--- src/hdl/dbus_pkg.sv ---
package dbus_pkg;

  localparam int N_UNITS = 2;
  localparam int UNIT_W = (N_UNITS > 1) ? $clog2(N_UNITS) : 1;

  // Databus geometry
  localparam int ADDR_W = 8;         // 256-word memory
  localparam int DATA_W = 32;
  localparam int STRB_W = DATA_W / 8;
  localparam int LEN_W = 4;          // Beats minus one

  // CPU address is {unit, offset}
  localparam int CPU_ADDR_W = UNIT_W + 3;

  localparam logic [2:0] REG_ADDR = 3'd0;
  localparam logic [2:0] REG_LEN = 3'd1;
  localparam logic [2:0] REG_SEED = 3'd2;
  localparam logic [2:0] REG_CTRL = 3'd3;  // Wr: bit0 start, bit1 write. Rd: bit0 busy, bit1 done
  localparam logic [2:0] REG_SUM = 3'd4;

endpackage

--- src/hdl/unit_regs.sv ---
`timescale 1ns/1ns

module unit_regs (
  input  logic                                           clk,
  input  logic                                           rst,
  input  logic                                           cpu_valid,
  input  logic [dbus_pkg::STRB_W-1:0]                    cpu_wstrb,
  input  logic [dbus_pkg::CPU_ADDR_W-1:0]                cpu_addr,
  input  logic [dbus_pkg::DATA_W-1:0]                    cpu_wdata,
  output logic [dbus_pkg::DATA_W-1:0]                    cpu_rdata,
  output logic                                           cpu_ready,
  output logic [dbus_pkg::N_UNITS*dbus_pkg::ADDR_W-1:0]  cfg_addr,
  output logic [dbus_pkg::N_UNITS*dbus_pkg::LEN_W-1:0]   cfg_len,
  output logic [dbus_pkg::N_UNITS*dbus_pkg::DATA_W-1:0]  cfg_seed,
  output logic [dbus_pkg::N_UNITS-1:0]                   cfg_write,
  output logic [dbus_pkg::N_UNITS-1:0]                   start,
  input  logic [dbus_pkg::N_UNITS-1:0]                   busy,
  input  logic [dbus_pkg::N_UNITS*dbus_pkg::DATA_W-1:0]  sum
);

  logic [dbus_pkg::UNIT_W-1:0] unit_sel;
  logic [2:0]                  reg_off;
  logic                        accept;
  logic                        is_write;
  logic [dbus_pkg::N_UNITS-1:0] busy_q;
  logic [dbus_pkg::N_UNITS-1:0] done;
  logic [dbus_pkg::DATA_W-1:0]  rd_mux;

  assign unit_sel = cpu_addr[dbus_pkg::CPU_ADDR_W-1:3];
  assign reg_off = cpu_addr[2:0];
  assign accept = cpu_valid && !cpu_ready;  // Request still held during its ready cycle
  assign is_write = |cpu_wstrb;

  always_ff @(posedge clk) begin
    if (accept && is_write) begin
      case (reg_off)
        dbus_pkg::REG_ADDR:
          cfg_addr[unit_sel*dbus_pkg::ADDR_W +: dbus_pkg::ADDR_W] <=
              cpu_wdata[dbus_pkg::ADDR_W-1:0];
        dbus_pkg::REG_LEN:
          cfg_len[unit_sel*dbus_pkg::LEN_W +: dbus_pkg::LEN_W] <=
              cpu_wdata[dbus_pkg::LEN_W-1:0];
        dbus_pkg::REG_SEED:
          cfg_seed[unit_sel*dbus_pkg::DATA_W +: dbus_pkg::DATA_W] <= cpu_wdata;
        dbus_pkg::REG_CTRL:
          cfg_write[unit_sel] <= cpu_wdata[1];
        default: ;
      endcase
    end
  end

  always_comb begin
    rd_mux = '0;
    case (reg_off)
      dbus_pkg::REG_ADDR:
        rd_mux[dbus_pkg::ADDR_W-1:0] = cfg_addr[unit_sel*dbus_pkg::ADDR_W +: dbus_pkg::ADDR_W];
      dbus_pkg::REG_LEN:
        rd_mux[dbus_pkg::LEN_W-1:0] = cfg_len[unit_sel*dbus_pkg::LEN_W +: dbus_pkg::LEN_W];
      dbus_pkg::REG_SEED:
        rd_mux = cfg_seed[unit_sel*dbus_pkg::DATA_W +: dbus_pkg::DATA_W];
      dbus_pkg::REG_CTRL:
        rd_mux[1:0] = {done[unit_sel], busy[unit_sel]};
      dbus_pkg::REG_SUM:
        rd_mux = sum[unit_sel*dbus_pkg::DATA_W +: dbus_pkg::DATA_W];
      default: rd_mux = '0;
    endcase
  end

  always_ff @(posedge clk or posedge rst) begin
    if (rst) begin
      cpu_ready <= 1'b0;
      cpu_rdata <= '0;
      start <= '0;
      busy_q <= '0;
      done <= '0;
    end else begin
      cpu_ready <= accept;
      cpu_rdata <= (accept && !is_write) ? rd_mux : '0;
      busy_q <= busy;
      start <= '0;  // Single-cycle pulse
      if (accept && is_write && reg_off == dbus_pkg::REG_CTRL) begin
        start[unit_sel] <= cpu_wdata[0];
      end
      for (int i = 0; i < dbus_pkg::N_UNITS; i++) begin
        if (start[i]) begin
          done[i] <= 1'b0;
        end else if (busy_q[i] && !busy[i]) begin
          done[i] <= 1'b1;  // Burst just finished
        end
      end
    end
  end

  // A unit mid-burst never receives a second start
  a_start_idle: assert property (@(posedge clk) disable iff (rst) (start & busy) == '0);

endmodule

--- config.mk ---
export PLATFORM = sky130hd
export DESIGN_NAME = unit_regs
export DESIGN_NICKNAME = d
export VERILOG_FILES = /design/src/hdl/dbus_pkg.sv /design/src/hdl/unit_regs.sv
export SDC_FILE = /design/constraint.sdc
export NUM_CORES = 1
export LEC_CHECK = 0
export ABC_AREA = 1
export BUFFER_PORTS_ARGS = -buffer_cell sky130_fd_sc_hd__buf_2
export CORE_UTILIZATION = 53
export CTS_CLUSTER_DIAMETER = 30
export DETAILED_ROUTE_END_ITERATION = 8
export GPL_TIMING_DRIVEN = 0
export PLACE_DENSITY = 0.89
export SETUP_SLACK_MARGIN = 0.3
export SLEW_MARGIN = 30
export SYNTH_ARGS = -nofsm -noshare
export SYNTH_HDL_FRONTEND = slang
export SYNTH_SLANG_ARGS = --single-unit
export TNS_END_PERCENT = 1
--- constraint.sdc ---
create_clock -name clk -period 8.9 [get_ports clk]
set_input_delay 1.78 -clock clk [delete_from_list [all_inputs] [get_ports clk]]
set_output_delay 1.78 -clock clk [all_outputs]
set_load 0.05 [all_outputs]
==> results by group, run 1 <==
Outcome
  – Outcome: completed

Placed design
  – Dpl ws: 5.012 ns
  – HPWL Detailed: 13.18 mm
  – GPL Wtd Cong: 0.8314
  – Buffers on Ports: around 230

Global routing
  – Initial antenna violation count: 0
  – Vias in the first global route: 5198
  – Total GRT Usage: 31.43%
  – Total grt overflow: 0
  – Global-route wire length before repair: roughly 27 mm
  – Largest net degree at the start of global routing: 23

Clock network
  – TritonCTS Buffers: 17
  – H-tree lvl count: 4
  – Resized Gates After CTS: 0
  – # clock sinks: between 100 and 150
  – CTS tree: yes
  – Hold-fix buffer count after cts: 0
  – Clk_lat worst skew: 0.40 ns
  – Clk pin slew, worst setup/hold paths: 0.06 ns
  – Post-CTS Setup Bufs: 0
  – Root Driver: clkbuf_16
  – Clock Tree Buf Depth: 2

Layout
  – Area Overhead vs Synth: 32.66%
  – Layout cells sized above 1: 33.88%
  – Number of diodes: 0
  – Nets: 1064
  – Fill cell count: 810

Die
  – Die area: 0.01182 mm2
  – Die Y: 108.7 um
  – Core box area: 0.01098 mm2
  – Row Count: 38
  – Die width: 108.7 um
  – I/O pins: 234
  – Initial Util: 54.98%

Yosys
  – Syn nets: 804
  – Post-synth top area cell: edfxtp_1
  – Largest cells by area after synthesis: edfxtp_1, nand2_1, dfrtp_1
  – Post-synthesis cell area: 0.006038 mm2
  – Register area share after synthesis: 60.92%
  – Post-Syn Instances: 695
  – Syn Area/Cell: approximately 8.7 um2
  – Synth Register Bits: ~130
  – Synth Warn #: 0
  – Share of the synthesized area in the top cell type: 44.76%
  – Library cells used by synthesis: 21

Route
  – Vias: 5604
  – Drt drc: 0
  – ANT nets after route: 0
  – Final wirelength: 18.23 mm
  – Routed vias/inst: 5.058
  – Post-DR wirelength/cell: 16.45 um
  – DR iter-0 viols: approximately 470
  – Router iterations before antenna repair: 5

Critical path
  – Setup crit start kind: primary input
  – Kind of critical path: in -> reg
  – Worst path cell trace: buf_2 -> inv_2 -> nand2_1 -> nor2_4 -> buf_4 -> inv_1 -> nor3_2 -> buf_4 -> buf_4
  – Worst path required time: 9.00 ns
  – CP max FO: 10
  – CP bufs+invs: 6
  – CP max-delay cell: nor3_2
  – Max stage delay on crit path: 0.45 ns
  – Critical path's top delay family: buffers and inverters
  – CP arrival: 3.58 ns
  – Nature of the critical path endpoint: flop
  – Cell mode on critical path: buf_4

Hold path
  – Hold/Removal Path Class: reg -> reg

Power and ir drop
  – Power Density: between 150 and 200 mW/mm2
  – Int Pwr: ~0.0011 W
  – Share of power burned in combinational logic: 9.8%
  – Leak: 4.349 nW
  – Sequential power share: 46.0%
  – Switch share: between 20 and 30%
  – Clock power frac: around 44%
  – Switching pwr: 0.0003631 W
  – Worst IR Drop VDD: ~0.00015 V

Timing
  – Min Tclk post-route: about 3.5 ns
  – TNS Setup: 0 ns
  – Worst-margin pin slew: 0.8488 ns
  – Max-slew headroom: 43.10%
  – Fmax: 0.2881 GHz
  – Unrepaired setup endpoints after global routing: false
  – Setup ws final: about 5.4 ns
  – Setup violators final: 0
  – Clock skew: between 0.008 and 0.009 ns
  – Final period util: 39.00%
  – Fin. Hold Viols: 0
  – Pins over their slew limit: 0

Job
  – Max Cap Viol: 0
## path summary, 6_finish.rpt
path	from	end	slack, ns	cells past startpoint
worst max-delay path	cpu_addr[0]	cfg_seed[23]	5.43	9
worst min-delay path	start[1]	done[1]	0.42	1
worst max register to register	cpu_ready	cfg_seed[23]	6.87	5
worst min register to register	start[1]	done[1]	0.42	1
max in group asynchronous	rst	cpu_rdata[2]	7.04	3
min in group asynchronous	rst	cpu_rdata[10]	1.37	2
## sequential cells by signal (all words and copies together) (netlist names)
register   cells
cfg_addr      16
cpu_rdata     32
done           2
cfg_write      2
cpu_ready      1
cfg_len        8
busy_q         2
cfg_seed      64
start          2
## worst register-to-register path: stages (launching register included)
cell and delay (ns):
dfrtp_1 0.40, nor2_4 0.17, nand2_1 0.21, nor3_2 0.46, buf_4 0.29, buf_4 0.21
## cells in the mapped netlist (all sizes together)
library cell  number
edfxtp            90
o21ai              6
inv               83
nor2              51
a21oi             31
nand4              1
nand2            348
nor3               7
buf               33
dfrtp             39
nand3              6
## metrics by stage
step	utilization (%)	hold WS [ns]	area (um2)	power, W	instances
after floorplan	-	0.4600	6038	0.0007442	695
after global placement	67.15	0.4107	7375	0.0007954	1067
after detailed placement	68.06	0.4125	7475	0.0008015	1076
after CTS	72.93	0.4232	8010	0.001420	1108
after global routing	72.93	0.4536	8010	0.001464	1108
final	72.93	0.4244	8010	0.001417	1108
## placed cells by master (no fill, tap or decap), drive strengths merged
cell type and instances:
inv 87, nand2 348, dfrtp 39, nor3 7, nor2 51, nand4 1
edfxtp 90, clkinvlp 4, clkinv 7, nand3 6, a21oi 31, o21ai 6
buf 274, clkbuf 17
## cell type report
| type | instances | area (um2) | share of cell area (%) |
|---|---|---|---|
| Clock buffer | 17 | 425.4 | 5.311 |
| Multi-Input combinational cell | 450 | 1849 | 23.09 |
| Tap cell | 140 | 175.2 | 2.187 |
| Clock inverter | 15 | 110.1 | 1.375 |
| Timing Repair Buffer | 241 | 1241 | 15.50 |
| Inverter | 83 | 311.5 | 3.889 |
| Buffer | 33 | 219.0 | 2.734 |
| Sequential cell | 129 | 3679 | 45.92 |
## logic make-up (layout without fill, tap and decap cells)
logic type             after synthesis  after routing  share of synthesized area, %
AOI/OAI and AO/OA                   37             37                         3.067
buffers and inverters              116            389                         8.786
DFF                                129            129                         60.92
and+or+nand+nor                    413            413                         27.23
## metal layers
layer | routed length, um | track usage [%] | vias to the layer above
met4 | 403 | 10.62 | 0
met5 | 0 | 0 | -
met3 | 1668 | 7.173 | 34
li1 | - | - | 2656
met2 | 8882 | 51.45 | 310
met1 | 7277 | 41.38 | 2604
## power groups by stage
| stage | logic (W) | registers (W) | clock network (W) |
|---|---|---|---|
| after global routing | 0.000154 | 0.000652 | 0.000657 |
| after detailed placement | 0.000138 | 0.000664 | 0 |
| final | 0.000139 | 0.000652 | 0.000626 |
| after floorplan | 0.0000664 | 0.000678 | 0 |
| after CTS | 0.000139 | 0.000652 | 0.000629 |
| after global placement | 0.000131 | 0.000664 | 0 |
(Power assumes the default switching activity.)
==> run 2, diff against run 1 <==
CORE_UTILIZATION = 49   (was 53)
PLACE_DENSITY = 0.83   (was 0.89)
clock period = 3.2 ns   (was 8.9 ns; I/O delays follow)
==> run 2 against run 1 <==
Net effect:
- sequential power grew to 2.8 times the previous value
- combinational power grew to 2.8 times the previous value
- routed wire length increased by 0.12%
- core utilization is 5.6 points lower
- register-to-register slack worse by 5.8 ns
- sequential share of layout area down 0.45 points
- critical path type unchanged
==> results by group, run 2 (synthesized netlist as in run 1, its figures left out) <==
Outcome
  – Outcome: completed

Clock network
  – Post-CTS Setup Bufs: 0
  – Clk pin slew, worst setup/hold paths: approximately 0.060 ns
  – Clock Tree Buf Depth: 2
  – H-tree lvl count: 4
  – # clock sinks: 129
  – CTS tree: yes
  – TritonCTS Buffers: 17
  – Hold-fix buffer count after cts: 0
  – Clk_lat worst skew: 0.41 ns
  – Resized Gates After CTS: 0
  – Root Driver: clkbuf_16

Die
  – Row Count: 40
  – Core box area: about 0.012 mm2
  – Die area: 0.01277 mm2
  – Die Y: 113.0 um
  – I/O pins: 234
  – Die width: 113.0 um
  – Initial Util: 50.27%

Critical path
  – Reg2reg setup slack: 1.07 ns
  – Crit Reg-Reg Endpoint: cfg_seed[55]
  – Worst path required time: 3.32 ns
  – Worst Reg-to-Reg Cells: 5
  – Kind of critical path: in -> reg
  – Nature of the critical path endpoint: flop
  – Setup crit start kind: primary input
  – Worst r2r src: cpu_ready
  – CP arrival: 2.55 ns
  – CP max FO: 10

Timing
  – Fin. Hold Viols: 0
  – Setup violators final: 0
  – Clock skew: 0.007281 ns
  – Fmax: 0.4112 GHz
  – Hold_ws: 0.2133 ns
  – Min Tclk post-route: 2.432 ns
  – Max-slew headroom: between 40 and 50%
  – Final period util: 75.99%
  – Pins over their slew limit: 0
  – Unrepaired setup endpoints after global routing: false
  – Setup ws final: 0.7684 ns
  – Worst-margin pin slew: 0.8291 ns

Power and ir drop
  – Total power: 0.004171 W
  – Power Density: just over 500 mW/mm2
  – Worst IR Drop VDD: around 0.00036 V
  – Leak: 4.393 nW

Route
  – Router iterations before antenna repair: 5
  – Post-DR wirelength/cell: 16.37 um
  – Vias: 5475
  – Drt drc: 0
  – ANT nets after route: 0
  – Routed vias/inst: between 4 and 5
  – DR iter-0 viols: 442
  – Final wirelength: approximately 18 mm

Global routing
  – Total grt overflow: 0
  – Global-route wire length before repair: 27.68 mm
  – Total GRT Usage: between 20 and 30%
  – Vias in the first global route: 5305
  – Initial antenna violation count: 0
  – Largest net degree at the start of global routing: 23

Layout
  – Largest regs: cfg_seed (64), cpu_rdata (32), cfg_addr (16)
  – Number of diodes: 0
  – Commonest non-fill, non-tap cell in the layout: nand2_1
  – Most frequent cells in the layout: nand2_1, buf_2, edfxtp_1, inv_1, nor2_1
  – Area Overhead vs Synth: 33.98%
  – Max reg flops: 64
  – Fin util: 67.35%
  – Biggest register: cfg_seed
  – Seq. cell area: between 0.003 and 0.004 mm2
  – Fill cell count: 996
  – Nets: around 1100
  – Layout Cells excl Fill: 1115
  – Multi-input gate area: 0.001849 mm2
  – Layout cells sized above 1: between 30% and 40%

Placed design
  – Buffers on Ports: 232
  – Number of cells after detailed placement: 1083
  – Dpl ws: around 0.39 ns
  – HPWL Detailed: 13.34 mm
  – GPL Wtd Cong: between 0.8 and 0.9

Job
  – Max Cap Viol: 0

Hold path
  – Hold/Removal Path Class: in -> async
-- run 2: cell types whose count changed in the layout (fill, tap and decap cells not counted) --
cell and delta:
bufinv_16 +2, clkbuf_1 +1, inv_4 +3, clkinv_2 -3, clkbuf_8 +2, clkbuf_16 +1
clkinvlp_4 -3, inv_6 -3
-- run 2: worst max path at each step --
stage,startpoint,to,slack (ns),depth (start not counted)
2_1_floorplan,cpu_addr[0],cfg_seed[0],-0.61,6
3_3_place_gp,cpu_addr[0],cfg_seed[54],-2.54,7
3_5_place_dp,cpu_addr[0],cfg_seed[53],0.39,9
4_1_cts,cpu_addr[0],cfg_seed[55],0.81,9
5_1_grt,cpu_addr[0],cfg_seed[55],0.72,9
6_report,cpu_addr[0],cfg_seed[55],0.77,9
-- run 2: critical path, stage by stage --
cell and delay [ns]:
buf_2 0.12, inv_2 0.09, nand2_1 0.09, nor2_4 0.22, buf_4 0.25, inv_1 0.09
nor3_2 0.56, buf_4 0.30, buf_4 0.19
-- run 2: per-layer routing --
metal | vias to the layer above | GRT usage [%] | wire length, um
met2 | 280 | 49.65 | 8929
met5 | - | 0 | 0
met3 | 45 | 6.802 | 1670
met1 | 2500 | 37.03 | 7119
met4 | 0 | 12.19 | 534
li1 | 2650 | - | -
-- run 2: area by class of cell --
class	count	share of cell area (%)
Buffer	33	2.706
Clock buffer	21	5.954
Clock inverter	11	1.547
Inverter	83	3.851
Multi-Input combinational cell	450	22.86
Sequential cell	129	45.47
Tap cell	147	2.273
Timing Repair Buffer	241	15.34
-- run 2: report_power, final --
part           total [W]  switching (W)  internal, W  leakage [nW]
registers        0.00181     0.00000673      0.00181          1.35
clock network    0.00197       0.000732      0.00124         0.298
logic           0.000386       0.000256     0.000130          2.74
-- run 2: metrics by stage --
step / setup TNS, ns / cell area (um2)
3_5_place_dp: 0 / 7483
6_report: 0 / 8090
5_1_grt: 0 / 8090
2_1_floorplan: -38.87 / 6038
3_3_place_gp: -159.59 / 7383
4_1_cts: 0 / 8090
