File: src/hdl/dbus_pkg.sv
package dbus_pkg;

  localparam int N_UNITS = 2;
  localparam int UNIT_W = (N_UNITS > 1) ? $clog2(N_UNITS) : 1;

  // Databus geometry
  localparam int ADDR_W = 8;         // 256-word memory
  localparam int DATA_W = 32;
  localparam int STRB_W = DATA_W / 8;
  localparam int LEN_W = 4;          // Beats minus one

  // CPU address is {unit, offset}
  localparam int CPU_ADDR_W = UNIT_W + 3;

  localparam logic [2:0] REG_ADDR = 3'd0;
  localparam logic [2:0] REG_LEN = 3'd1;
  localparam logic [2:0] REG_SEED = 3'd2;
  localparam logic [2:0] REG_CTRL = 3'd3;  // Wr: bit0 start, bit1 write. Rd: bit0 busy, bit1 done
  localparam logic [2:0] REG_SUM = 3'd4;

endpackage

File: src/hdl/dbus_merge.sv
`timescale 1ns/1ns

module dbus_merge (
  input  logic                                           clk,
  input  logic                                           rst,
  input  logic [dbus_pkg::N_UNITS-1:0]                   d_valid,
  output logic [dbus_pkg::N_UNITS-1:0]                   d_ready,
  output logic [dbus_pkg::N_UNITS-1:0]                   d_last,
  input  logic [dbus_pkg::N_UNITS*dbus_pkg::ADDR_W-1:0]  d_addr,
  input  logic [dbus_pkg::N_UNITS*dbus_pkg::DATA_W-1:0]  d_wdata,
  input  logic [dbus_pkg::N_UNITS*dbus_pkg::STRB_W-1:0]  d_wstrb,
  input  logic [dbus_pkg::N_UNITS*dbus_pkg::LEN_W-1:0]   d_len,
  output logic [dbus_pkg::DATA_W-1:0]                    d_rdata,
  output logic                                           w_valid,
  input  logic                                           w_ready,
  output logic [dbus_pkg::ADDR_W-1:0]                    w_addr,
  output logic [dbus_pkg::DATA_W-1:0]                    w_data,
  output logic [dbus_pkg::STRB_W-1:0]                    w_strb,
  output logic [dbus_pkg::LEN_W-1:0]                     w_len,
  input  logic                                           w_last,
  output logic                                           r_valid,
  input  logic                                           r_ready,
  output logic [dbus_pkg::ADDR_W-1:0]                    r_addr,
  input  logic [dbus_pkg::DATA_W-1:0]                    r_data,
  output logic [dbus_pkg::LEN_W-1:0]                     r_len,
  input  logic                                           r_last
);

  logic                        w_running;
  logic                        r_running;
  logic [dbus_pkg::UNIT_W-1:0] w_sel;
  logic [dbus_pkg::UNIT_W-1:0] r_sel;
  logic                        w_req_valid;
  logic                        r_req_valid;
  logic [dbus_pkg::UNIT_W-1:0] w_req;
  logic [dbus_pkg::UNIT_W-1:0] r_req;

  // Non-zero strobe marks a write; last match wins so higher index has priority
  always_comb begin
    w_req_valid = 1'b0;
    r_req_valid = 1'b0;
    w_req = '0;
    r_req = '0;
    for (int i = 0; i < dbus_pkg::N_UNITS; i++) begin
      if (d_valid[i]) begin
        if (|d_wstrb[i*dbus_pkg::STRB_W +: dbus_pkg::STRB_W]) begin
          w_req_valid = 1'b1;
          w_req = i[dbus_pkg::UNIT_W-1:0];
        end else begin
          r_req_valid = 1'b1;
          r_req = i[dbus_pkg::UNIT_W-1:0];
        end
      end
    end
  end

  always_ff @(posedge clk or posedge rst) begin
    if (rst) begin
      w_running <= 1'b0;
      r_running <= 1'b0;
      w_sel <= '0;
      r_sel <= '0;
    end else begin
      if (!w_running && w_req_valid) begin
        w_running <= 1'b1;
        w_sel <= w_req;
      end else if (w_valid && w_ready && w_last) begin
        w_running <= 1'b0;
      end
      if (!r_running && r_req_valid) begin
        r_running <= 1'b1;
        r_sel <= r_req;
      end else if (r_valid && r_ready && r_last) begin
        r_running <= 1'b0;
      end
    end
  end

  always_comb begin
    w_valid = 1'b0;
    w_addr = '0;
    w_data = '0;
    w_strb = '0;
    w_len = '0;
    r_valid = 1'b0;
    r_addr = '0;
    r_len = '0;
    if (w_running) begin
      w_valid = d_valid[w_sel];
      w_addr = d_addr[w_sel*dbus_pkg::ADDR_W +: dbus_pkg::ADDR_W];
      w_data = d_wdata[w_sel*dbus_pkg::DATA_W +: dbus_pkg::DATA_W];
      w_strb = d_wstrb[w_sel*dbus_pkg::STRB_W +: dbus_pkg::STRB_W];
      w_len = d_len[w_sel*dbus_pkg::LEN_W +: dbus_pkg::LEN_W];
    end
    if (r_running) begin
      r_valid = d_valid[r_sel];
      r_addr = d_addr[r_sel*dbus_pkg::ADDR_W +: dbus_pkg::ADDR_W];
      r_len = d_len[r_sel*dbus_pkg::LEN_W +: dbus_pkg::LEN_W];
    end
  end

  // Handshake goes back to the granted unit only
  always_comb begin
    for (int i = 0; i < dbus_pkg::N_UNITS; i++) begin
      d_ready[i] = (w_running && w_sel == i[dbus_pkg::UNIT_W-1:0] && w_ready) ||
                   (r_running && r_sel == i[dbus_pkg::UNIT_W-1:0] && r_ready);
      d_last[i] = (w_running && w_sel == i[dbus_pkg::UNIT_W-1:0] && w_last) ||
                  (r_running && r_sel == i[dbus_pkg::UNIT_W-1:0] && r_last);
    end
  end

  assign d_rdata = r_data;

  a_split_grant: assert property (@(posedge clk) disable iff (rst)
    (w_running && r_running) |-> (w_sel != r_sel));

endmodule

File: config.mk
export PLATFORM = sky130hd
export DESIGN_NAME = dbus_merge
export DESIGN_NICKNAME = d
export VERILOG_FILES = /design/src/hdl/dbus_pkg.sv /design/src/hdl/dbus_merge.sv
export SDC_FILE = /design/constraint.sdc
export NUM_CORES = 1
export LEC_CHECK = 0
export ABC_AREA = 1
export BUFFER_PORTS_ARGS = -buffer_cell sky130_fd_sc_hd__buf_2
export CELL_PAD_IN_SITES_DETAIL_PLACEMENT = 1
export CELL_PAD_IN_SITES_GLOBAL_PLACEMENT = 2
export CORE_MARGIN = 8
export CORE_UTILIZATION = 10
export DETAILED_ROUTE_END_ITERATION = 12
export GPL_TIMING_DRIVEN = 0
export PLACE_DENSITY_LB_ADDON = 0.2
export SETUP_SLACK_MARGIN = 0.05
export SYNTH_ARGS = -nofsm -noshare
export SYNTH_HDL_FRONTEND = slang
export SYNTH_SLANG_ARGS = --single-unit
File: constraint.sdc
create_clock -name clk -period 1.2 [get_ports clk]
set_input_delay 0 -clock clk [delete_from_list [all_inputs] [get_ports clk]]
set_output_delay 0 -clock clk [all_outputs]
set_load 0.05 [all_outputs]
==> impl_metrics.py, run 1 <==
metrics = {
    "routing": {
        "routed_wirelength_um": 11400,
        "first_pass_iters": 3,
        "via_per_inst": 4.01,
        "ant_nets": 0,
        "first_iter_violations": 71,
        "wl_per_cell_um": 16.8,
        "vias": 2725,
        "drc_errors": 0,
    },
    "clock_network": {
        "root_buffer": "clkbuf_16",
        "cts_buffer_depth": 2,
        "clkLatencyLatePin_ps": 220,
        "cts_sinks": 4,
        "h-tree-depth": 1,
        "cts_tree": "built",
        "cts_buffers": 3,
        "clkSlewWorstSetupHoldPaths_ps": 30,
    },
    "global_routing": {
        "grt_pass1_vias": 2853,
        "antenna_found_initial": 1,
        "grt_max_degree": 11,
        "grt_pass1_wl_um": 15300,
        "grt.total_usage": 0.101,
        "grt-ovfl-total": 0,
    },
    "sta": {
        "hold_viol": 0,
        "fin_tns_setup_ps": -9670,
        "period_share": 1.17,
        "finalMaxSlewViolations": 0,
        "clock-skew-final_ps": 0.0468,
        "timing.fmax_ghz": 0.715,
        "finalSetupViolations": 67,
        "tightest_slew_ps": 272,
        "final.setup.worst_slack_ps": -198,
        "rsz0062_at_grt": "true",
        "slew_headroom": 0.818,
        "post-route-min-period_ps": 1400,
        "hold-worst-slack_ps": 102,
    },
    "floorplan": {
        "core.rowCount": 44,
        "core-area_mm2": 0.0144,
        "die_w_um": 137,
        "start_util": 0.101,
        "io_pins": 234,
        "die-area_mm2": 0.0188,
        "die_y_um": 137,
    },
    "worst_hold_path": {
        "hp-class": "input pin to flop",
    },
    "worst_setup_path": {
        "crit_fanout": 6,
        "worst-path-buf-inv": 3,
        "max_stage_delay_ps": 460,
        "critical_path.startpoint_type": "flop",
        "crit_family": "buffers and inverters",
        "cp-end-kind": "output pin",
        "arrival_ps": 1400,
        "worstPathCellList": "inv_4, nand2_4, clkbuf_16, o22ai_4, buf_8",
        "critical_path_required_ps": 1200,
        "crit_type": "flop to output pin",
        "crit_path_top_delay_cell": "dfrtp_2",
    },
    "flow_run": {
        "max-cap-violations": 0,
    },
    "synth": {
        "synth_cell_types": 11,
        "synth_area_leader_cell": "nand3_1",
        "ys_async_sr_fraction": 1.00,
        "synthesis.instances": 269,
        "syn-cell-area_mm2": 0.00146,
        "ys_seq_elements": 4,
        "synth_largest_type_area_fraction": 0.267,
        "synth.avg_cell_area_um2": 5.44,
        "yosysSeqAreaShare": 0.0684,
        "ys_warn_count": 0,
        "synth_common_cells": "78 x nand3_1, 61 x nand2_1, 45 x buf_4",
        "syn_nets": 405,
        "synth_area_leaders": "nand3_1 27%, buf_4 23%, nand2_1 16%",
        "yosysMostFrequentCell": "nand3_1",
        "ys_dominant_reg_cell": "dfrtp_1",
        "synth-edff-count": 0,
    },
    "cells_and_area": {
        "nets": 633,
        "drive_gt1_frac": 0.774,
        "syn_to_final_growth_pct": 212,
    },
    "outcome": {
        "outcome": "complete, but fails checks",
        "violations": "setup timing",
    },
    "placed_design": {
        "place_hpwl_um": 8910,
        "port_buffers": 201,
        "place.gp.congestion": 0.704,
        "place_ws_ps": -187,
    },
    "power": {
        "irDropWorstVdd_mv": 1.22,
        "p_per_area_mw_per_mm2": 3240,
        "total_power_mw": 14.8,
        "p_leak_nw": 2.30,
    },
}
-- through the flow --
stage	instances	util	cell area, um^2
CTS	669	0.276	3980
finish	680	0.316	4560
global placement	654	0.205	2950
detailed placement	654	0.205	2950
global route	680	0.316	4560
floorplan	269	-	1720
-- cell usage in the layout, fill, tap and decap left out --
| cell | n |
|---|---|
| inv_2 | 1 |
| o22ai_4 | 23 |
| buf_16 | 3 |
| nand2_2 | 38 |
| inv_1 | 34 |
| buf_2 | 135 |
| nand3_1 | 49 |
| diode_2 | 1 |
| nand2_8 | 2 |
| nand4_1 | 1 |
| buf_6 | 41 |
| nand2_4 | 3 |
| nand3_4 | 5 |
| dfrtp_1 | 2 |
| buf_4 | 36 |
| buf_8 | 46 |
| nand2_1 | 18 |
| dlygate4sd3_1 | 1 |
| inv_4 | 2 |
| dfrtp_2 | 2 |
| buf_12 | 8 |
| clkbuf_16 | 9 |
| o22ai_2 | 5 |
| nand3_2 | 24 |
| nor2_1 | 6 |
| o21ai_1 | 1 |
-- state kept, by name, summed over array words and instances (netlist names) --
| name | flops |
|---|---|
| w_running | 1 |
| r_sel | 1 |
| w_sel | 1 |
| r_running | 1 |
-- power by group --
part	internal (mW)	switching, mW	leakage [nW]
Clock	0.425	0.0829	0.0370
Sequential	0.207	0.132	0.0437
Combinational	5.90	8.06	2.22
Total	6.54	8.27	2.30
-- timing repair --
item	CTS	global route
resized for setup	227	87
hold buffers	1	0
setup buffers	7	6
cloned	4	6
pin swaps	2	27
endpoints found under the setup margin	66	68
hold endpoints to repair	4	0
-- cell type report --
type | count | area [um^2]
diodes | 1 | 2.50
clock buffers | 3 | 75.1
well taps | 184 | 230
repair buffers | 223 | 1940
multi-input cells | 175 | 1510
fillers | 1723 | 9860
inverters | 37 | 144
plain buffers | 53 | 562
flip-flops and latches | 4 | 103
-- logic make-up (layout without fill, tap and decap cells) --
logic type,count (synthesis),in the layout,synth area share
AOI/OAI and AO/OA,29,29,0.123
other,0,1,0
and+or+nand+nor,146,146,0.443
buffers and inverters,90,316,0.366
DFF,4,4,0.0684
-- worst register-to-register path, delay by kind of cell (launching register included) --
kind,cells,cell delay [ps]
buffers and inverters,3,390
and+or+nand+nor,5,310
DFF,1,460
-- metal layers --
| layer | GRT usage | up-vias | routed length [um] | share of wire |
|---|---|---|---|---|
| li1 | - | 1316 | - | - |
| met1 | 0.113 | 1286 | 4270 | 0.37 |
| met2 | 0.195 | 115 | 6120 | 0.54 |
| met3 | 0.0195 | 8 | 840 | 0.074 |
| met4 | 0.0169 | 0 | 164 | 0.014 |
| met5 | 0 | - | 0 | 0 |
-- final timing paths --
kind | slack [ps] | depth (start not counted) | startpoint | end
max | -200 | 5 | w_sel | w_addr[4]
min | 100 | 3 | d_valid[1] | r_sel
max reg2reg | -70 | 8 | w_sel | w_running
min reg2reg | 680 | 3 | r_sel | r_sel
max in group asynchronous | 830 | 3 | rst | r_running
min in group asynchronous | 200 | 3 | rst | w_running
(Power assumes the default switching activity.)
==> run 2, diff against run 1 <==
ABC_AREA = default   (was 1)
CORE_UTILIZATION = 12   (was 10)
PLACE_DENSITY = 0.86   (was default)
PLACE_DENSITY_LB_ADDON = default   (was 0.2)
==> run 2 against run 1 <==
Largest cell class is now multi-input gates. First-iteration DRC count decreased by 70%. Sequential cell count unchanged. Sequential power decreased by 28%. Die area decreased by 9.7%. Count of clock-buffer cells in the layout unchanged. Global-route usage increased by 0.84 points. Power decreased by 3.6%. Sequential share of layout area decreased by 0.21 points. The run still ends with setup timing left. Via count decreased by 14%. Hold slack improved by 21 ps.
==> impl_metrics.py, run 2 <==
metrics = {
    "routing": {
        "ant_nets": 0,
        "first_iter_violations": 21,
        "vias": 2355,
        "drc_errors": 0,
        "routed_wirelength_um": 10700,
        "wl_per_cell_um": 17.9,
        "via_per_inst": 3.93,
        "first_pass_iters": 4,
    },
    "synth": {
        "synth_common_cells": "62 x mux2i_1, 50 x nor2b_1, 36 x buf_4",
        "ys_seq_elements": 4,
        "yosysSeqAreaShare": 0.0640,
        "synth-edff-count": 0,
        "synth_area_leaders": "mux2i_1 40%, nor2b_1 20%, buf_4 17%",
        "synth_cell_types": 19,
        "synthesis.instances": 204,
        "yosysMostFrequentCell": "mux2i_1",
        "synth_largest_type_area_fraction": 0.397,
        "ys_dominant_reg_cell": "dfrtp_1",
        "ys_async_sr_fraction": 1.00,
        "ys_warn_count": 0,
        "synth.avg_cell_area_um2": 7.67,
        "synth_area_leader_cell": "mux2i_1",
        "syn-cell-area_mm2": 0.00156,
        "syn_nets": 340,
    },
    "global_routing": {
        "grt_max_degree": 11,
        "grt_pass1_vias": 2804,
        "grt_use_met2": 0.224,
        "gr-usage-met3": 0.0330,
        "busiest_layer": "met2",
        "antenna_found_initial": 0,
        "grt-ovfl-total": 0,
        "grt_pass1_wl_um": 14700,
        "use_met1": 0.103,
        "grt.total_usage": 0.110,
    },
    "cells_and_area": {
        "drive_gt1_frac": 0.948,
        "nets": 565,
        "diodes": 0,
        "final_cell_area_mm2": 0.00504,
        "final_cell_mix": "135 x buf_2, 58 x mux2i_4, 56 x buf_6",
        "layout_commonest_cell": "buf_2",
        "fillCellCount": 1389,
        "syn_to_final_growth_pct": 222,
    },
    "power": {
        "p_per_area_mw_per_mm2": 2830,
        "p_switching_mw": 7.15,
        "irDropWorstVdd_mv": 1.16,
        "p_leak_nw": 2.37,
        "combPwrFrac": 0.946,
        "seq_power_share": 0.017,
        "swShare": 0.501,
        "total_power_mw": 14.3,
        "clock_power_share": 0.037,
        "intPower_mw": 7.12,
    },
    "sta": {
        "post-route-min-period_ps": 1480,
        "rsz0062_at_grt": "true",
        "hold_viol": 0,
        "fin_tns_setup_ps": -14850,
        "period_share": 1.23,
        "tightest_slew_ps": 514,
        "finalSetupViolations": 68,
        "clock-skew-final_ps": 0.0357,
        "final.setup.worst_slack_ps": -279,
        "finalMaxSlewViolations": 0,
        "hold-worst-slack_ps": 123,
        "timing.fmax_ghz": 0.676,
        "slew_headroom": 0.654,
    },
    "floorplan": {
        "core.rowCount": 41,
        "die-area_mm2": 0.0169,
        "die_y_um": 130,
        "die_w_um": 130,
        "start_util": 0.123,
        "core-area_mm2": 0.0127,
        "io_pins": 234,
    },
    "worst_setup_path": {
        "arrival_ps": 1480,
        "crit_type": "flop to output pin",
        "crit_fanout": 10,
        "cp-end-kind": "output pin",
        "critical_path.startpoint_type": "flop",
        "critical_path_required_ps": 1200,
    },
    "clock_network": {
        "cts_tree": "built",
        "clkLatencyLatePin_ps": 230,
        "clkSlewWorstSetupHoldPaths_ps": 30,
        "cts_buffer_depth": 2,
        "root_buffer": "clkbuf_16",
        "cts_buffers": 3,
        "h-tree-depth": 1,
        "cts_sinks": 4,
    },
    "placed_design": {
        "place.gp.congestion": 0.745,
        "place_hpwl_um": 7780,
        "placed_area_mm2": 0.00324,
        "port_buffers": 201,
    },
    "outcome": {
        "violations": "setup timing",
        "outcome": "complete, but fails checks",
    },
    "flow_run": {
        "max-cap-violations": 0,
    },
    "worst_hold_path": {
        "hp-class": "input pin to flop",
    },
}
run 2: cell type report:
type	instances	area, um^2	area share
multi-input cells	151	2360	0.467
repair buffers	220	1790	0.355
plain buffers	47	495	0.0983
well taps	172	215	0.0427
flip-flops and latches	4	103	0.0203
clock buffers	3	75.1	0.0149
inverters	2	10.0	0.00199
run 2: power groups by stage:
| stage | clock network, mW | registers [mW] | logic, mW |
|---|---|---|---|
| after global routing | 0.534 | 0.258 | 14.0 |
| after floorplan | 0 | 0.204 | 7.06 |
| after detailed placement | 0 | 0.210 | 8.78 |
| after global placement | 0 | 0.209 | 8.67 |
| after CTS | 0.524 | 0.228 | 11.5 |
| final | 0.524 | 0.246 | 13.5 |
run 2: logic make-up (layout without fill, tap and decap cells):
logic type / after synthesis / in the layout / share of synthesized area
AND/OR/NAND/NOR: 83 / 83 / 0.308
multiplexers: 62 / 62 / 0.397
AO/OA/AOI/OAI: 6 / 6 / 0.0240
buffers and inverters: 49 / 272 / 0.207
flip-flops: 4 / 4 / 0.0640
run 2: layer usage:
layer | part of all wire | vias up
li1 | - | 1106
met1 | 0.33 | 1111
met2 | 0.56 | 129
met3 | 0.091 | 9
met4 | 0.012 | 0
met5 | 0 | -
run 2: what timing repair did:
action | CTS | global route
pin swaps | 8 | 5
gates resized for setup | 225 | 121
setup endpoints to repair | 68 | 69
cloned | 1 | 5
hold endpoints to repair | 4 | 0
hold buffers | 1 | 0
buffers inserted | 9 | 3
run 2: worst paths after layout:
| path | start | end | slack [ps] | cells past startpoint |
|---|---|---|---|---|
| worst max-delay path | w_sel | w_addr[1] | -280 | 5 |
| worst min-delay path | r_ready | r_running | 120 | 4 |
| worst max register to register | w_sel | w_running | -40 | 5 |
| worst min register to register | r_running | r_running | 580 | 2 |
| max in group asynchronous | rst | w_sel | 800 | 3 |
| min in group asynchronous | rst | r_sel | 250 | 3 |
run 2: stage by stage:
| step | setup WS [ps] | util | std cells |
|---|---|---|---|
| after CTS | -291 | 0.347 | 591 |
| after global placement | -464 | 0.256 | 577 |
| after global routing | -324 | 0.398 | 599 |
| final | -279 | 0.398 | 599 |
| after floorplan | -108 | - | 204 |
| after detailed placement | -467 | 0.256 | 577 |
run 2: worst max-delay path, cell delays in order (launching register included):
cell and delay (ps):
dfrtp_2 430, buf_12 170, buf_12 160, mux2i_2 150, nor2b_2 150, buf_6 180
==> run 3, diff against run 2 <==
ABC_AREA = 1   (was default)
CORE_UTILIZATION = 10   (was 12)
PLACE_DENSITY = 0.85   (was 0.86)
==> run 3 against run 2 <==
The run still ends with setup timing left. Fmax increased by 5.9%. Count of clock-buffer cells in the layout unchanged. Hold slack got worse by 5.8 ps. Worst setup slack better by 83 ps. Largest power group unchanged.
==> impl_metrics.py, run 3 (synthesized netlist as in run 1, its figures left out) <==
metrics = {
    "power": {
        "swShare": 0.564,
        "p_leak_nw": 2.29,
        "p_per_area_mw_per_mm2": 3260,
        "p_switching_mw": 8.20,
        "clock_power_share": 0.036,
        "irDropWorstVdd_mv": 1.36,
        "intPower_mw": 6.35,
        "seq_power_share": 0.022,
        "combPwrFrac": 0.942,
    },
    "worst_setup_path": {
        "critical_path_required_ps": 1200,
        "arrival_ps": 1400,
        "crit_type": "flop to output pin",
        "crit_fanout": 8,
        "critical_path.startpoint_type": "flop",
        "cp-end-kind": "output pin",
    },
    "sta": {
        "period_share": 1.16,
        "clock-skew-final_ps": 0.0183,
        "post-route-min-period_ps": 1400,
        "tightest_slew_ps": 341,
        "rsz0062_at_grt": "true",
        "final.setup.worst_slack_ps": -196,
        "finalMaxSlewViolations": 0,
        "slew_headroom": 0.772,
        "hold_viol": 0,
        "hold-worst-slack_ps": 117,
        "timing.fmax_ghz": 0.716,
        "finalSetupViolations": 65,
    },
    "clock_network": {
        "cts_tree": "built",
        "clkLatencyLatePin_ps": 220,
        "cts_buffers": 3,
        "cts_buffer_depth": 2,
        "root_buffer": "clkbuf_16",
        "cts_sinks": 4,
        "clkSlewWorstSetupHoldPaths_ps": 30,
        "h-tree-depth": 1,
    },
    "floorplan": {
        "die-area_mm2": 0.0188,
        "die_w_um": 137,
        "io_pins": 234,
        "core-area_mm2": 0.0144,
        "die_y_um": 137,
        "core.rowCount": 44,
        "start_util": 0.101,
    },
    "outcome": {
        "outcome": "complete, but fails checks",
        "violations": "setup timing",
    },
    "cells_and_area": {
        "syn_to_final_growth_pct": 205,
        "layout_commonest_cell": "buf_2",
        "drive_gt1_frac": 0.766,
        "fillCellCount": 1761,
        "fin_cells": 684,
        "nets": 637,
        "final_cell_mix": "135 x buf_2, 49 x nand3_1, 47 x buf_8",
    },
    "global_routing": {
        "grt-ovfl-total": 0,
        "grt_max_degree": 11,
        "antenna_found_initial": 1,
        "grt.total_usage": 0.106,
        "grt_pass1_vias": 2942,
        "grt_pass1_wl_um": 15700,
    },
    "placed_design": {
        "place.gp.congestion": 0.739,
        "placed_cells_incl_taps": 654,
        "place_hpwl_um": 8610,
        "port_buffers": 201,
        "place_ws_ps": -185,
    },
    "routing": {
        "via_per_inst": 4.01,
        "first_pass_iters": 4,
        "drc_errors": 0,
        "routed_wirelength_um": 11900,
        "ant_nets": 0,
        "vias": 2741,
        "wl_per_cell_um": 17.4,
        "first_iter_violations": 65,
    },
    "worst_hold_path": {
        "hp-class": "input pin to flop",
    },
    "flow_run": {
        "max-cap-violations": 0,
    },
}
==> run 3: cell count changes in the layout (fill, tap and decap cells not counted), moves of 20 or more <==
cell,previous run,this run
buf_6,56,36
nand2_2,2,36
buf_8,21,47
nand3_2,2,27
mux2i_4,58,0
nand3_1,4,49
inv_1,1,35
nor2b_4,46,0
o22ai_4,0,20
==> run 3: power by group through the flow <==
stage	combinational, mW	clock (mW)	sequential (mW)
global route	14.3	0.539	0.331
floorplan	7.06	0	0.249
CTS	12.2	0.525	0.316
detailed placement	9.01	0	0.265
finish	13.7	0.519	0.325
global placement	8.96	0	0.266
==> run 3: area by class of cell <==
| type | instances | area, um^2 | area share |
|---|---|---|---|
| Timing Repair Buffer | 227 | 1920 | 0.431 |
| Sequential cell | 4 | 104 | 0.0233 |
| Antenna cell | 1 | 2.50 | 0.000561 |
| Buffer | 53 | 553 | 0.124 |
| Inverter | 37 | 141 | 0.0317 |
| Tap cell | 184 | 230 | 0.0516 |
| Clock buffer | 3 | 75.1 | 0.0168 |
| Multi-Input combinational cell | 175 | 1430 | 0.321 |
==> run 3: worst paths after layout <==
check                           cells past startpoint        from         end  slack [ps]
worst max register to register                      7       w_sel   w_running           0
worst min-delay path                                4  d_wstrb[7]       r_sel         120
max in group asynchronous                           3         rst       w_sel         800
min in group asynchronous                           3         rst       r_sel         210
worst min register to register                      2       r_sel       r_sel         590
worst max-delay path                                6       w_sel  w_data[18]        -200
==> run 3: worst max-delay path, cell delays in order, from the launching register on <==
cell and delay, ps:
dfrtp_2 450, inv_4 100, buf_12 150, clkbuf_16 160, nand3_2 70, nand2_2 90
buf_8 140
==> run 3: metrics by stage <==
step / util / power [mW] / area, um^2 / TNS, ps
global route: 0.309 / 15.1 / 4460 / -13140
global placement: 0.205 / 9.23 / 2950 / -6210
floorplan: - / 7.31 / 1720 / -3540
finish: 0.309 / 14.5 / 4460 / -9570
detailed placement: 0.205 / 9.27 / 2950 / -6490
CTS: 0.272 / 13.0 / 3930 / -9400
==> run 3: metal layers <==
metal / wire length [um] / share of wire / up-vias / track usage
li1: - / - / 1330 / -
met3: 787 / 0.066 / 13 / 0.0206
met5: 0 / 0 / - / 0
met1: 4380 / 0.37 / 1292 / 0.122
met4: 178 / 0.015 / 0 / 0.0290
met2: 6540 / 0.55 / 106 / 0.193
==> run 3: timing repair <==
action / CTS / global route
setup buffers: 7 / 9
hold buffers: 1 / 0
resized for setup: 235 / 55
endpoints found under the setup margin: 65 / 67
hold endpoints to repair: 4 / 0
pin swaps: 4 / 28
cloned: 2 / 7
